**config.mk**
```make
export PLATFORM = sky130hd
export DESIGN_NAME = cluster_periph_top
export DESIGN_NICKNAME = d
export VERILOG_FILES = /design/src/cluster_periph_pkg.sv /design/src/periph_bus_if.sv /design/src/periph_decoder.sv /design/src/cluster_ctrl_regs.sv /design/src/cluster_timer.sv /design/src/event_buffer.sv /design/src/core_sleep_fsm.sv /design/src/cluster_periph_top.sv
export VERILOG_INCLUDE_DIRS = /design/src
export SDC_FILE = /design/constraint.sdc
export NUM_CORES = 1
export LEC_CHECK = 0
export BUFFER_PORTS_ARGS = -buffer_cell sky130_fd_sc_hd__buf_2
export CAP_MARGIN = 20
export CORE_MARGIN = 2
export CORE_UTILIZATION = 54
export DETAILED_ROUTE_END_ITERATION = 7
export MAX_ROUTING_LAYER = met4
export PLACE_DENSITY = 0.83
export SLEW_MARGIN = 20
export SYNTH_ARGS = -nofsm -noshare
export SYNTH_HDL_FRONTEND = slang
export SYNTH_HIERARCHICAL = 1
export SYNTH_SLANG_ARGS = --single-unit
```
**constraint.sdc**
```tcl
create_clock -name clk_i -period 2.3 [get_ports clk_i]
set_clock_uncertainty 0.2 [all_clocks]
set_input_delay 0.345 -clock clk_i [delete_from_list [all_inputs] [get_ports clk_i]]
set_output_delay 0.345 -clock clk_i [all_outputs]
set_load 0.1 [all_outputs]
```
**src/cluster_periph_defs.svh**
```systemverilog
// shared sizes and reset constants of the cluster peripheral block
// NB_CORES is fixed here, and no module takes a core-count parameter
// EVT_WIDTH must stay 4 because the event bit positions are hard-wired
`ifndef CLUSTER_PERIPH_DEFS_SVH
`define CLUSTER_PERIPH_DEFS_SVH

// cluster size
`define NB_CORES        4

// peripheral port
`define DATA_WIDTH      32
`define ADDR_WIDTH      12
`define OFFSET_WIDTH    8

// event sources per core: timer, dma, accelerator, software
`define EVT_WIDTH       4

`define BOOT_ADDR_RESET 32'h1C00_0000

`endif

```
**src/cluster_periph_pkg.sv**
```systemverilog
// shared types of the cluster peripheral block
// all widths come from the defs header
`include "cluster_periph_defs.svh"

package cluster_periph_pkg;

  typedef logic [`DATA_WIDTH-1:0]   data_t;
  typedef logic [`NB_CORES-1:0]     core_mask_t;
  typedef logic [`EVT_WIDTH-1:0]    evt_vec_t;
  typedef logic [`OFFSET_WIDTH-1:0] reg_off_t;

  // address bits 11:10
  typedef enum logic [1:0] {
    REGION_CTRL     = 2'd0,
    REGION_TIMER    = 2'd1,
    REGION_EU       = 2'd2,
    REGION_UNMAPPED = 2'd3
  } region_e;

  // word offsets inside the control unit
  typedef enum logic [`OFFSET_WIDTH-1:0] {
    CTRL_EOC       = 8'd0,
    CTRL_FETCH_EN  = 8'd1,
    CTRL_BOOT_ADDR = 8'd2
  } ctrl_reg_e;

  // word offsets inside the timer
  typedef enum logic [`OFFSET_WIDTH-1:0] {
    TIMER_CFG   = 8'd0,
    TIMER_COUNT = 8'd1,
    TIMER_CMP   = 8'd2
  } timer_reg_e;

  // low offset bits inside one event unit core block
  typedef enum logic [1:0] {
    EU_MASK   = 2'd0,
    EU_BUFFER = 2'd1,
    EU_WAIT   = 2'd2,
    EU_SW_EVT = 2'd3
  } eu_reg_e;

  typedef enum logic {
    ST_RUN   = 1'b0,
    ST_SLEEP = 1'b1
  } sleep_state_e;

endpackage

```
**src/periph_bus_if.sv**
```systemverilog
// one internal peripheral slave port
// single-cycle request, no grant, read data is combinational from the slave
`timescale 1ns/1ps

interface periph_bus_if;
  import cluster_periph_pkg::*;

  logic     req;
  logic     we;
  reg_off_t offset;
  data_t    wdata;
  data_t    rdata;

  // decoder side
  modport master (output req, we, offset, wdata, input rdata);

  // register block side
  modport slave (input req, we, offset, wdata, output rdata);

endinterface

```
**src/periph_decoder.sv**
```systemverilog
// splits the peripheral port into three regions of 256 words each
// read data is registered and comes back one cycle after every request
// region 3 is unmapped: reads return zero and writes are dropped
`timescale 1ns/1ps
`include "cluster_periph_defs.svh"

module periph_decoder (
  input  logic                       clk_i,
  input  logic                       reset_i,
  input  logic                       req_i,
  input  logic                       we_i,
  input  logic [`ADDR_WIDTH-1:0]     addr_i,
  input  cluster_periph_pkg::data_t  wdata_i,
  output cluster_periph_pkg::data_t  rdata_o,
  output logic                       rvalid_o,
  periph_bus_if.master               ctrl_bus,
  periph_bus_if.master               timer_bus,
  periph_bus_if.master               eu_bus
);
  import cluster_periph_pkg::*;

  region_e  region;
  reg_off_t offset;
  data_t    sel_rdata;
  data_t    rdata_q;
  logic     rvalid_q;

  // byte address, bits 1:0 dropped
  assign region = region_e'(addr_i[11:10]);
  assign offset = addr_i[9:2];

  // request strobe only on the selected slave
  assign ctrl_bus.req  = req_i && (region == REGION_CTRL);
  assign timer_bus.req = req_i && (region == REGION_TIMER);
  assign eu_bus.req    = req_i && (region == REGION_EU);

  assign ctrl_bus.we      = we_i;
  assign ctrl_bus.offset  = offset;
  assign ctrl_bus.wdata   = wdata_i;
  assign timer_bus.we     = we_i;
  assign timer_bus.offset = offset;
  assign timer_bus.wdata  = wdata_i;
  assign eu_bus.we        = we_i;
  assign eu_bus.offset    = offset;
  assign eu_bus.wdata     = wdata_i;

  // response mux, writes answer with zero
  always_comb begin
    sel_rdata = '0;
    if (!we_i) begin
      case (region)
        REGION_CTRL:  sel_rdata = ctrl_bus.rdata;
        REGION_TIMER: sel_rdata = timer_bus.rdata;
        REGION_EU:    sel_rdata = eu_bus.rdata;
        default:      sel_rdata = '0;
      endcase
    end
  end

  always_ff @(posedge clk_i) begin
    if (reset_i) begin
      rvalid_q <= 1'b0;
    end else begin
      rvalid_q <= req_i;
    end
  end

  always_ff @(posedge clk_i) begin
    if (req_i) begin
      rdata_q <= sel_rdata;
    end
  end

  assign rvalid_o = rvalid_q;
  assign rdata_o  = rdata_q;

endmodule

```
**src/cluster_ctrl_regs.sv**
```systemverilog
// end-of-computation, per-core fetch enable and shared boot address
// writes take effect at the end of the request cycle
`timescale 1ns/1ps
`include "cluster_periph_defs.svh"

module cluster_ctrl_regs (
  input  logic                             clk_i,
  input  logic                             reset_i,
  periph_bus_if.slave                      bus,
  output logic                             eoc_o,
  output cluster_periph_pkg::core_mask_t   fetch_en_o,
  output cluster_periph_pkg::data_t        boot_addr_o
);
  import cluster_periph_pkg::*;

  ctrl_reg_e  reg_sel;
  logic       wr_en;
  logic       eoc_q;
  core_mask_t fetch_en_q;
  data_t      boot_addr_q;

  assign reg_sel = ctrl_reg_e'(bus.offset);
  assign wr_en   = bus.req && bus.we;

  always_ff @(posedge clk_i) begin
    if (reset_i) begin
      eoc_q       <= 1'b0;
      fetch_en_q  <= '0;
      boot_addr_q <= `BOOT_ADDR_RESET;
    end else if (wr_en) begin
      case (reg_sel)
        CTRL_EOC:       eoc_q       <= bus.wdata[0];
        CTRL_FETCH_EN:  fetch_en_q  <= bus.wdata[`NB_CORES-1:0];
        CTRL_BOOT_ADDR: boot_addr_q <= bus.wdata;
        default:        ;
      endcase
    end
  end

  // readback of the stored values, unused offsets read zero
  always_comb begin
    case (reg_sel)
      CTRL_EOC:       bus.rdata = {{(`DATA_WIDTH-1){1'b0}}, eoc_q};
      CTRL_FETCH_EN:  bus.rdata = {{(`DATA_WIDTH-`NB_CORES){1'b0}}, fetch_en_q};
      CTRL_BOOT_ADDR: bus.rdata = boot_addr_q;
      default:        bus.rdata = '0;
    endcase
  end

  assign eoc_o       = eoc_q;
  assign fetch_en_o  = fetch_en_q;
  assign boot_addr_o = boot_addr_q;

endmodule

```
**src/cluster_timer.sv**
```systemverilog
// free-running 32-bit counter on clk_i with one compare register
// the event strobe is combinational on count == compare while enabled
// a compare value of zero gives a strobe in every enabled cycle
`timescale 1ns/1ps
`include "cluster_periph_defs.svh"

module cluster_timer (
  input  logic        clk_i,
  input  logic        reset_i,
  periph_bus_if.slave bus,
  output logic        timer_evt_o,
  output logic        busy_o
);
  import cluster_periph_pkg::*;

  timer_reg_e reg_sel;
  logic       wr_en;
  logic       enable_q;
  data_t      count_q;
  data_t      cmp_q;
  logic       match;

  assign reg_sel = timer_reg_e'(bus.offset);
  assign wr_en   = bus.req && bus.we;
  assign match   = enable_q && (count_q == cmp_q);

  // config and compare registers
  always_ff @(posedge clk_i) begin
    if (reset_i) begin
      enable_q <= 1'b0;
      cmp_q    <= '0;
    end else if (wr_en) begin
      if (reg_sel == TIMER_CFG) begin
        enable_q <= bus.wdata[0];
      end
      if (reg_sel == TIMER_CMP) begin
        cmp_q <= bus.wdata;
      end
    end
  end

  // bus write to the count wins over the increment
  always_ff @(posedge clk_i) begin
    if (reset_i) begin
      count_q <= '0;
    end else if (wr_en && (reg_sel == TIMER_COUNT)) begin
      count_q <= bus.wdata;
    end else if (match) begin
      count_q <= '0;
    end else if (enable_q) begin
      count_q <= count_q + 1'b1;
    end
  end

  always_comb begin
    case (reg_sel)
      TIMER_CFG:   bus.rdata = {{(`DATA_WIDTH-1){1'b0}}, enable_q};
      TIMER_COUNT: bus.rdata = count_q;
      TIMER_CMP:   bus.rdata = cmp_q;
      default:     bus.rdata = '0;
    endcase
  end

  assign timer_evt_o = match;
  assign busy_o      = enable_q;

endmodule

```
**src/event_buffer.sv**
```systemverilog
// per-core event buffer and mask
// buffer bits: 0 timer, 1 dma, 2 accelerator, 3 software
// offset bits 5:2 pick the core and 1:0 the register, bits 7:6 are ignored
// core blocks past NB_CORES read zero and drop writes
`timescale 1ns/1ps
`include "cluster_periph_defs.svh"

module event_buffer (
  input  logic                            clk_i,
  input  logic                            reset_i,
  periph_bus_if.slave                     bus,
  input  logic                            timer_evt_i,
  input  logic                            dma_evt_i,
  input  cluster_periph_pkg::core_mask_t  hwpe_evt_i,
  output cluster_periph_pkg::core_mask_t  wait_req_o,
  output cluster_periph_pkg::core_mask_t  pending_o
);
  import cluster_periph_pkg::*;

  logic [3:0]                 core_idx;
  eu_reg_e                    reg_sel;
  logic                       wr_en;
  core_mask_t                 core_sel;
  logic                       sw_wr;
  evt_vec_t [`NB_CORES-1:0]   buffer_q;
  evt_vec_t [`NB_CORES-1:0]   mask_q;
  evt_vec_t [`NB_CORES-1:0]   evt_set;
  evt_vec_t [`NB_CORES-1:0]   evt_clr;

  assign core_idx = bus.offset[5:2];
  assign reg_sel  = eu_reg_e'(bus.offset[1:0]);
  assign wr_en    = bus.req && bus.we;

  // a software event through any valid core block reaches all cores in wdata
  assign sw_wr = wr_en && (reg_sel == EU_SW_EVT) && (|core_sel);

  always_comb begin
    for (int c = 0; c < `NB_CORES; c++) begin
      core_sel[c]   = (core_idx == c);
      evt_set[c]    = {sw_wr && bus.wdata[c], hwpe_evt_i[c], dma_evt_i, timer_evt_i};
      evt_clr[c]    = '0;
      wait_req_o[c] = wr_en && core_sel[c] && (reg_sel == EU_WAIT);
      pending_o[c]  = |(buffer_q[c] & mask_q[c]);
      if (wr_en && core_sel[c] && (reg_sel == EU_BUFFER)) begin
        evt_clr[c] = bus.wdata[`EVT_WIDTH-1:0];
      end
    end
  end

  // set after clear so a new event survives a clear in the same cycle
  always_ff @(posedge clk_i) begin
    if (reset_i) begin
      buffer_q <= '0;
      mask_q   <= '0;
    end else begin
      for (int c = 0; c < `NB_CORES; c++) begin
        buffer_q[c] <= (buffer_q[c] & ~evt_clr[c]) | evt_set[c];
        if (wr_en && core_sel[c] && (reg_sel == EU_MASK)) begin
          mask_q[c] <= bus.wdata[`EVT_WIDTH-1:0];
        end
      end
    end
  end

  always_comb begin
    bus.rdata = '0;
    for (int c = 0; c < `NB_CORES; c++) begin
      if (core_sel[c] && (reg_sel == EU_MASK)) begin
        bus.rdata = {{(`DATA_WIDTH-`EVT_WIDTH){1'b0}}, mask_q[c]};
      end
      if (core_sel[c] && (reg_sel == EU_BUFFER)) begin
        bus.rdata = {{(`DATA_WIDTH-`EVT_WIDTH){1'b0}}, buffer_q[c]};
      end
    end
  end

endmodule

```
**src/core_sleep_fsm.sv**
```systemverilog
// one run/sleep FSM per core, clock enable is high while running
// a wait with an event already pending does not put the core to sleep
`timescale 1ns/1ps
`include "cluster_periph_defs.svh"

module core_sleep_fsm (
  input  logic                            clk_i,
  input  logic                            reset_i,
  input  cluster_periph_pkg::core_mask_t  wait_req_i,
  input  cluster_periph_pkg::core_mask_t  pending_i,
  output cluster_periph_pkg::core_mask_t  core_clk_en_o
);
  import cluster_periph_pkg::*;

  sleep_state_e state_q [`NB_CORES];
  sleep_state_e state_d [`NB_CORES];

  always_comb begin
    for (int c = 0; c < `NB_CORES; c++) begin
      state_d[c] = state_q[c];
      case (state_q[c])
        ST_RUN:   if (wait_req_i[c] && !pending_i[c]) state_d[c] = ST_SLEEP;
        ST_SLEEP: if (pending_i[c]) state_d[c] = ST_RUN;
        default:  state_d[c] = ST_RUN;
      endcase
      core_clk_en_o[c] = (state_q[c] == ST_RUN);
    end
  end

  always_ff @(posedge clk_i) begin
    for (int c = 0; c < `NB_CORES; c++) begin
      if (reset_i) begin
        state_q[c] <= ST_RUN;
      end else begin
        state_q[c] <= state_d[c];
      end
    end
  end

endmodule

```
**src/cluster_periph_top.sv**
```systemverilog
// cluster peripheral block: control unit, timer and event unit on one port
// every request is accepted in its cycle and answered one cycle later
// the timer counts on clk_i, there is no separate reference clock
`timescale 1ns/1ps
`include "cluster_periph_defs.svh"

module cluster_periph_top (
  input  logic                            clk_i,
  input  logic                            reset_i,
  input  logic                            req_i,
  input  logic                            we_i,
  input  logic [`ADDR_WIDTH-1:0]          addr_i,
  input  cluster_periph_pkg::data_t       wdata_i,
  output cluster_periph_pkg::data_t       rdata_o,
  output logic                            rvalid_o,
  input  logic                            dma_evt_i,
  input  cluster_periph_pkg::core_mask_t  hwpe_evt_i,
  output logic                            eoc_o,
  output cluster_periph_pkg::core_mask_t  fetch_en_o,
  output cluster_periph_pkg::data_t       boot_addr_o,
  output logic                            busy_o,
  output cluster_periph_pkg::core_mask_t  core_clk_en_o
);

  logic                           timer_evt;
  cluster_periph_pkg::core_mask_t wait_req;
  cluster_periph_pkg::core_mask_t pending;

  periph_bus_if ctrl_bus ();
  periph_bus_if timer_bus ();
  periph_bus_if eu_bus ();

  //************************************************************
  //******************** address decoder ***********************
  //************************************************************
  periph_decoder i_decoder (
    .clk_i     ( clk_i     ),
    .reset_i   ( reset_i   ),
    .req_i     ( req_i     ),
    .we_i      ( we_i      ),
    .addr_i    ( addr_i    ),
    .wdata_i   ( wdata_i   ),
    .rdata_o   ( rdata_o   ),
    .rvalid_o  ( rvalid_o  ),
    .ctrl_bus  ( ctrl_bus  ),
    .timer_bus ( timer_bus ),
    .eu_bus    ( eu_bus    )
  );

  //************************************************************
  //******************** control unit and timer ****************
  //************************************************************
  cluster_ctrl_regs i_ctrl_regs (
    .clk_i       ( clk_i       ),
    .reset_i     ( reset_i     ),
    .bus         ( ctrl_bus    ),
    .eoc_o       ( eoc_o       ),
    .fetch_en_o  ( fetch_en_o  ),
    .boot_addr_o ( boot_addr_o )
  );

  cluster_timer i_timer (
    .clk_i       ( clk_i     ),
    .reset_i     ( reset_i   ),
    .bus         ( timer_bus ),
    .timer_evt_o ( timer_evt ),
    .busy_o      ( busy_o    )
  );

  //************************************************************
  //******************** event unit ****************************
  //************************************************************
  event_buffer i_event_buffer (
    .clk_i       ( clk_i      ),
    .reset_i     ( reset_i    ),
    .bus         ( eu_bus     ),
    .timer_evt_i ( timer_evt  ),
    .dma_evt_i   ( dma_evt_i  ),
    .hwpe_evt_i  ( hwpe_evt_i ),
    .wait_req_o  ( wait_req   ),
    .pending_o   ( pending    )
  );

  core_sleep_fsm i_sleep_fsm (
    .clk_i         ( clk_i         ),
    .reset_i       ( reset_i       ),
    .wait_req_i    ( wait_req      ),
    .pending_i     ( pending       ),
    .core_clk_en_o ( core_clk_en_o )
  );

endmodule

```
**Word level (Yosys, flattened, before mapping)**

Memory sizes are Yosys's and may differ from the RTL's.
Index checks and enable logic that the tools add are counted.

- Mux-type cells: 37
- Equality and inequality tests: 11
- Bitwise operators: 24
- Add/sub/neg operators: 1
- Reductions and logical operators: 61

Operators by type and width:

| operator | number |
|---|---|
| 32-bit case mux with 3 select lines | 3 |
| 32-bit 2-to-1 mux | 3 |
| 4-bit 2-to-1 mux | 12 |
| 1-bit logical AND | 42 |
| 32-bit by 1-bit adder with 32-bit output, second input constant | 1 |
| 4-bit AND | 8 |
| 32-bit == test | 1 |
| 4-bit OR reduction | 5 |
| 4-bit NOT | 4 |
| 4-bit OR | 4 |
| 1-bit 2-to-1 mux | 15 |
| 2-bit AND reduction | 5 |
| 4-bit by 2-bit == test with 1-bit output, second input constant | 2 |
| 8-bit by 1-bit == test with 1-bit output, second input constant | 1 |
| 8-bit by 2-bit == test with 1-bit output, second input constant | 1 |
| 8-bit zero test | 1 |
| 1-bit case mux with 2 select lines | 4 |
| 2-bit == test, second input constant | 3 |
| 2-bit by 1-bit == test with 1-bit output, second input constant | 2 |
| 4-bit by 1-bit == test with 1-bit output, second input constant | 1 |
| 1-bit zero test | 4 |
| 2-bit zero test | 2 |
| 4-bit zero test | 1 |
| 1-bit NOT | 4 |
| other kinds (2) | 5 |

- RAM bits: 4
- Output and inout bits: 75
- Flip-flop bits (word level): 167
- Logic and storage cells: 151
- Bits of input ports: 53
- Memories: 1

Memories:

| name | depth | width | rd ports | clocked after memory_dff | wr ports | RTL line | RTL |
|---|---|---|---|---|---|---|---|
| i_sleep_fsm.state_q | 4 | 1 | 4 | 0 | 4 | core_sleep_fsm.sv:15 | `` sleep_state_e state_q [`NB_CORES]; `` |

**Depth between registers and ports, before layout**

- Word-level depth: 11
- Mapped depth: 10
- Gate-level depth less buffers: 7

**By module**

Netlist, hierarchy kept.

Modules (own cells, without submodules):

| module | area an instance (um^2) | seq. area each (um^2) | instances | cells an instance |
|---|---|---|---|---|
| cluster_timer | 4091.4 | 1301.2 | 1 | 504 |
| periph_decoder | 3313.2 | 980.9 | 1 | 309 |
| cluster_ctrl_regs | 1950.6 | 740.7 | 1 | 205 |
| event_buffer | 1906.8 | 640.6 | 1 | 252 |
| core_sleep_fsm | 130.1 | 80.1 | 1 | 16 |

**Least setup slack after synthesis**

No wires, ideal clock.

- Path type: flip-flop to flip-flop
- From: register i_timer.enable_q, in the netlist i_timer/busy_o
- To: register i_timer.count_q[23]
- Path buffers: 1
- Setup slack: -0.118 ns
- Setup time: 0.092 ns
- Data required time: 2.008 ns
- Stages on the path, launching flop included: 6
- Arrival time: 2.126 ns
- Period minus slack after synthesis: 2.418 ns
- Cells stage by stage: dfxtp_1 inv_1 nor2_1 nand2_1 clkbuf_1 o32ai_1

- Longest elaborated chain between the ends: 3
- Elaborated cells between the ends (all ways): 4
- Those cells by class: mux: 2; reduce/logical: 2

RTL lines:

| element | RTL line | RTL |
|---|---|---|
| start, declared | cluster_timer.sv:18 | `logic enable_q;` |
| start signal, assigned | cluster_timer.sv:34 | `enable_q <= bus.wdata[0];` |
| 1-bit logical AND | cluster_timer.sv:25 | `assign match = enable_q && (count_q == cmp_q);` |
| 32-bit 2-to-1 mux | cluster_timer.sv:48 | `end else if (match) begin` |
| 32-bit 2-to-1 mux | cluster_timer.sv:46 | `end else if (wr_en && (reg_sel == TIMER_COUNT)) begin` |
| end signal, assigned | cluster_timer.sv:47 | `count_q <= bus.wdata;` |
| end signal, assigned | cluster_timer.sv:51 | `count_q <= count_q + 1'b1;` |
| end, declared | cluster_timer.sv:19 | `data_t count_q;` |

Parallel ways exist; a longest one is shown, timed or not.
A chain may end at the register's enable or synchronous reset.

**Worst setup path after layout**

- From: register i_timer.count_q[24]
- To: register i_timer.count_q[17]

- Longest elaborated chain between the ends: 4
- Elaborated cells between the ends (all ways): 5
- Those cells by class: eq/ne: 1; mux: 2; reduce/logical: 2

RTL lines:

| element | RTL line |
|---|---|
| 32-bit == test (*) | cluster_timer.sv:25 |
| 1-bit logical AND (*) | cluster_timer.sv:25 |
| 32-bit 2-to-1 mux | cluster_timer.sv:48 |
| 32-bit 2-to-1 mux | cluster_timer.sv:46 |

Every way passes the cells marked *; elsewhere a longest branch is shown, timed or not.

==> out/qor.csv <==
stage;metric;value;unit
clock_network;clock_tree.buffer_depth;2;
sta;period_minus_slack;2.18;ns
sta;setup_viol;0;
placed_design;placed_area;0.0114;mm2
pwr;internal_power;5000;uW
sta;rsz0062_at_grt;yes;
pwr;power_frac_comb;12.7;%
setup_path;critPathCaptureType;register;
setup_path;start_kind;register;
placed_design;dpl.hpwl;19800;um
global_route;grt_pass1_wl;45700;um
placed_design;dp_slack;-0.122;ns
layout;layout.nets;1365;
clock_network;clk_pin_slew;0.08;ns
pwr;clkPwrFrac;42.3;%
layout;final_layout_size_suffix_gt1_share;24.3;%
pwr;powerDensity;564;mW/mm2
setup_path;cp.arrival;2.27;ns
clock_network;worstSkewPairLatency;0.44;ns
clock_network;cts_sinks;171;
die;die_h;148;um
route;wl;28700;um
placed_design;routabilityCongestion;0.918;
sta;worst_hold_slack;0.0266;ns
pwr;sw_frac_of_total;28.1;%
clock_network;cts-root-buf;clkbuf_16;
route;firstDrtPassIters;5;
global_route;antenna_found_initial;0;
sta;hold_viol_final;0;
sta;setup_tns;0;ns
pwr;total_leakage_power;0.00484;uW
synthesis;syn_area_per_cell;8.89;um2
sta;setup_ws;0.118;ns
sta;maxSlewViolCount;0;
die;ios;128;
hold_path;holdCritPathClass;in -> reg;
die;start_util;55.2;%
route;viasPerCell;5.76;
global_route;grt_start_max_net_pins;85;
route;postRouteAntennaNets;0;
die;die_w;148;um
die;fp.coreArea;0.0202;mm2
die;rows;52;
synthesis;yosysWarnings;6;
placed_design;port-buffer-count;125;
clock_network;cts_max_level;4;
synthesis;synth_area;0.0112;mm2
setup_path;required;2.39;ns
layout;stdcell_area;0.0123;mm2
sta;worstMarginPinSlew;0.518;ns
sta;max_slew_margin;65.5;%
sta;period_share;94.9;%
global_route;grt_pass1_vias;8964;
pwr;total_power;6950;uW
die;die-area;0.0218;mm2
run;cap_violations;0;
status;status;finished, final reports clean;
route;post_drt_wl_per_cell;18.0;um
layout;area_growth;10.5;%
route;detailedRoute.firstIterationViolations;745;
setup_path;critical_path_class;reg -> reg;
pwr;vdd_drop_max;0.468;mV
clock_network;cts_made_buffers;17;
pwr;p_seq_share;45.1;%
route;drc;0;
global_route;grt_overflow;0;
sta;fmax;458;MHz
clock_network;cts_tree;done;
synthesis;syn_inst;1256;
global_route;grt_use_total;26.8;%
pwr;p_sw;1950;uW
layout;antenna_cells;0;
route;vias;9182;
setup_path;cp_max_fo;14;
-- critical path, stage by stage (launching register included) --
cell	delay [ns]
dfxtp_1	0.42
xor2_1	0.18
nor4b_1	0.31
nand4_1	0.19
nor4_4	0.37
buf_6	0.23
o32ai_1	0.12
-- final cells by class --
class	count	area (um2)
sequential	171	3750
tap	270	338
multi-input combinational	881	5970
inverter	8	30.0
clock buffer	20	479
timing repair buffer	232	1650
fill	1644	7900
clock inverter	12	121
-- flip-flops by register name (all words and copies together), names as in the netlist --
register,flops
i_timer/cmp_q,32
i_timer/busy_o,1
i_decoder/rvalid_o,1
i_ctrl_regs/eoc_o,1
i_event_buffer/buffer_q,16
i_ctrl_regs/fetch_en_o,4
i_event_buffer/mask_q,16
i_timer/count_q,32
i_decoder/rdata_o,32
i_sleep_fsm/state_q,4
i_ctrl_regs/boot_addr_o,32
-- what timing repair did --
item                                    CTS  global route
setup buffers                             0             0
hold buffers                             32             0
hold endpoints to repair                 51             0
gates resized for setup                   0             8
endpoints found under the setup margin    0            30
-- layout by cell type, fill, tap and decap left out, drive strengths merged, types with 2 or more instances in the layout --
cell / instances
a211oi: 64
a21oi: 88
a22o: 34
a22oi: 19
a31oi: 2
and2: 36
and3: 38
and3b: 3
and4: 7
buf: 200
clkbuf: 20
clkinv: 4
conb: 28
dfxtp: 139
dlygate4sd3: 32
edfxtp: 32
inv: 15
mux2i: 48
nand2: 110
nand2b: 101
nand3: 33
nand4: 17
nor2: 66
nor2b: 37
nor3: 11
nor4: 18
nor4b: 4
o21ai: 10
o32ai: 30
or3: 2
or4: 2
xnor2: 13
xor2: 49
-- power groups by stage --
stage | sequential, uW | clock, uW | combinational (uW)
finish | 3130 | 2940 | 880
global placement | 3200 | 0 | 818
detailed placement | 3200 | 0 | 830
global route | 3140 | 3110 | 920
CTS | 3130 | 2970 | 874
floorplan | 3520 | 0 | 455
-- path summary, 6_finish.rpt --
check,cells after the start,from,to,slack (ns)
hold / removal,3,wdata_i[15],i_ctrl_regs/boot_addr_o[15]$_SDFFE_PP0P_,0.03
setup reg to reg,6,i_timer/count_q[24]$_SDFFE_PP0P_,i_timer/count_q[17]$_SDFFE_PP0P_,0.12
hold reg to reg,2,i_event_buffer/mask_q[7]$_SDFFE_PP0P_,i_event_buffer/mask_q[7]$_SDFFE_PP0P_,0.28
setup / recovery,6,i_timer/count_q[24]$_SDFFE_PP0P_,i_timer/count_q[17]$_SDFFE_PP0P_,0.12
-- metal layers --
layer | vias up | GRT usage, % | share of wire (%)
met5 | - | - | 0
met4 | 0 | 10.7 | 3.4
met3 | 87 | 5.34 | 7.2
met2 | 414 | 43.6 | 48
met1 | 4307 | 32.7 | 41
li1 | 4374 | - | -
-- through the flow --
stage / util [%] / std cells
finish: 61.0 / 1594
global route: 61.0 / 1594
CTS: 60.9 / 1594
detailed placement: 56.3 / 1530
global placement: 56.3 / 1530
floorplan: - / 1283
Note: power is estimated with default switching activity, not from simulation.
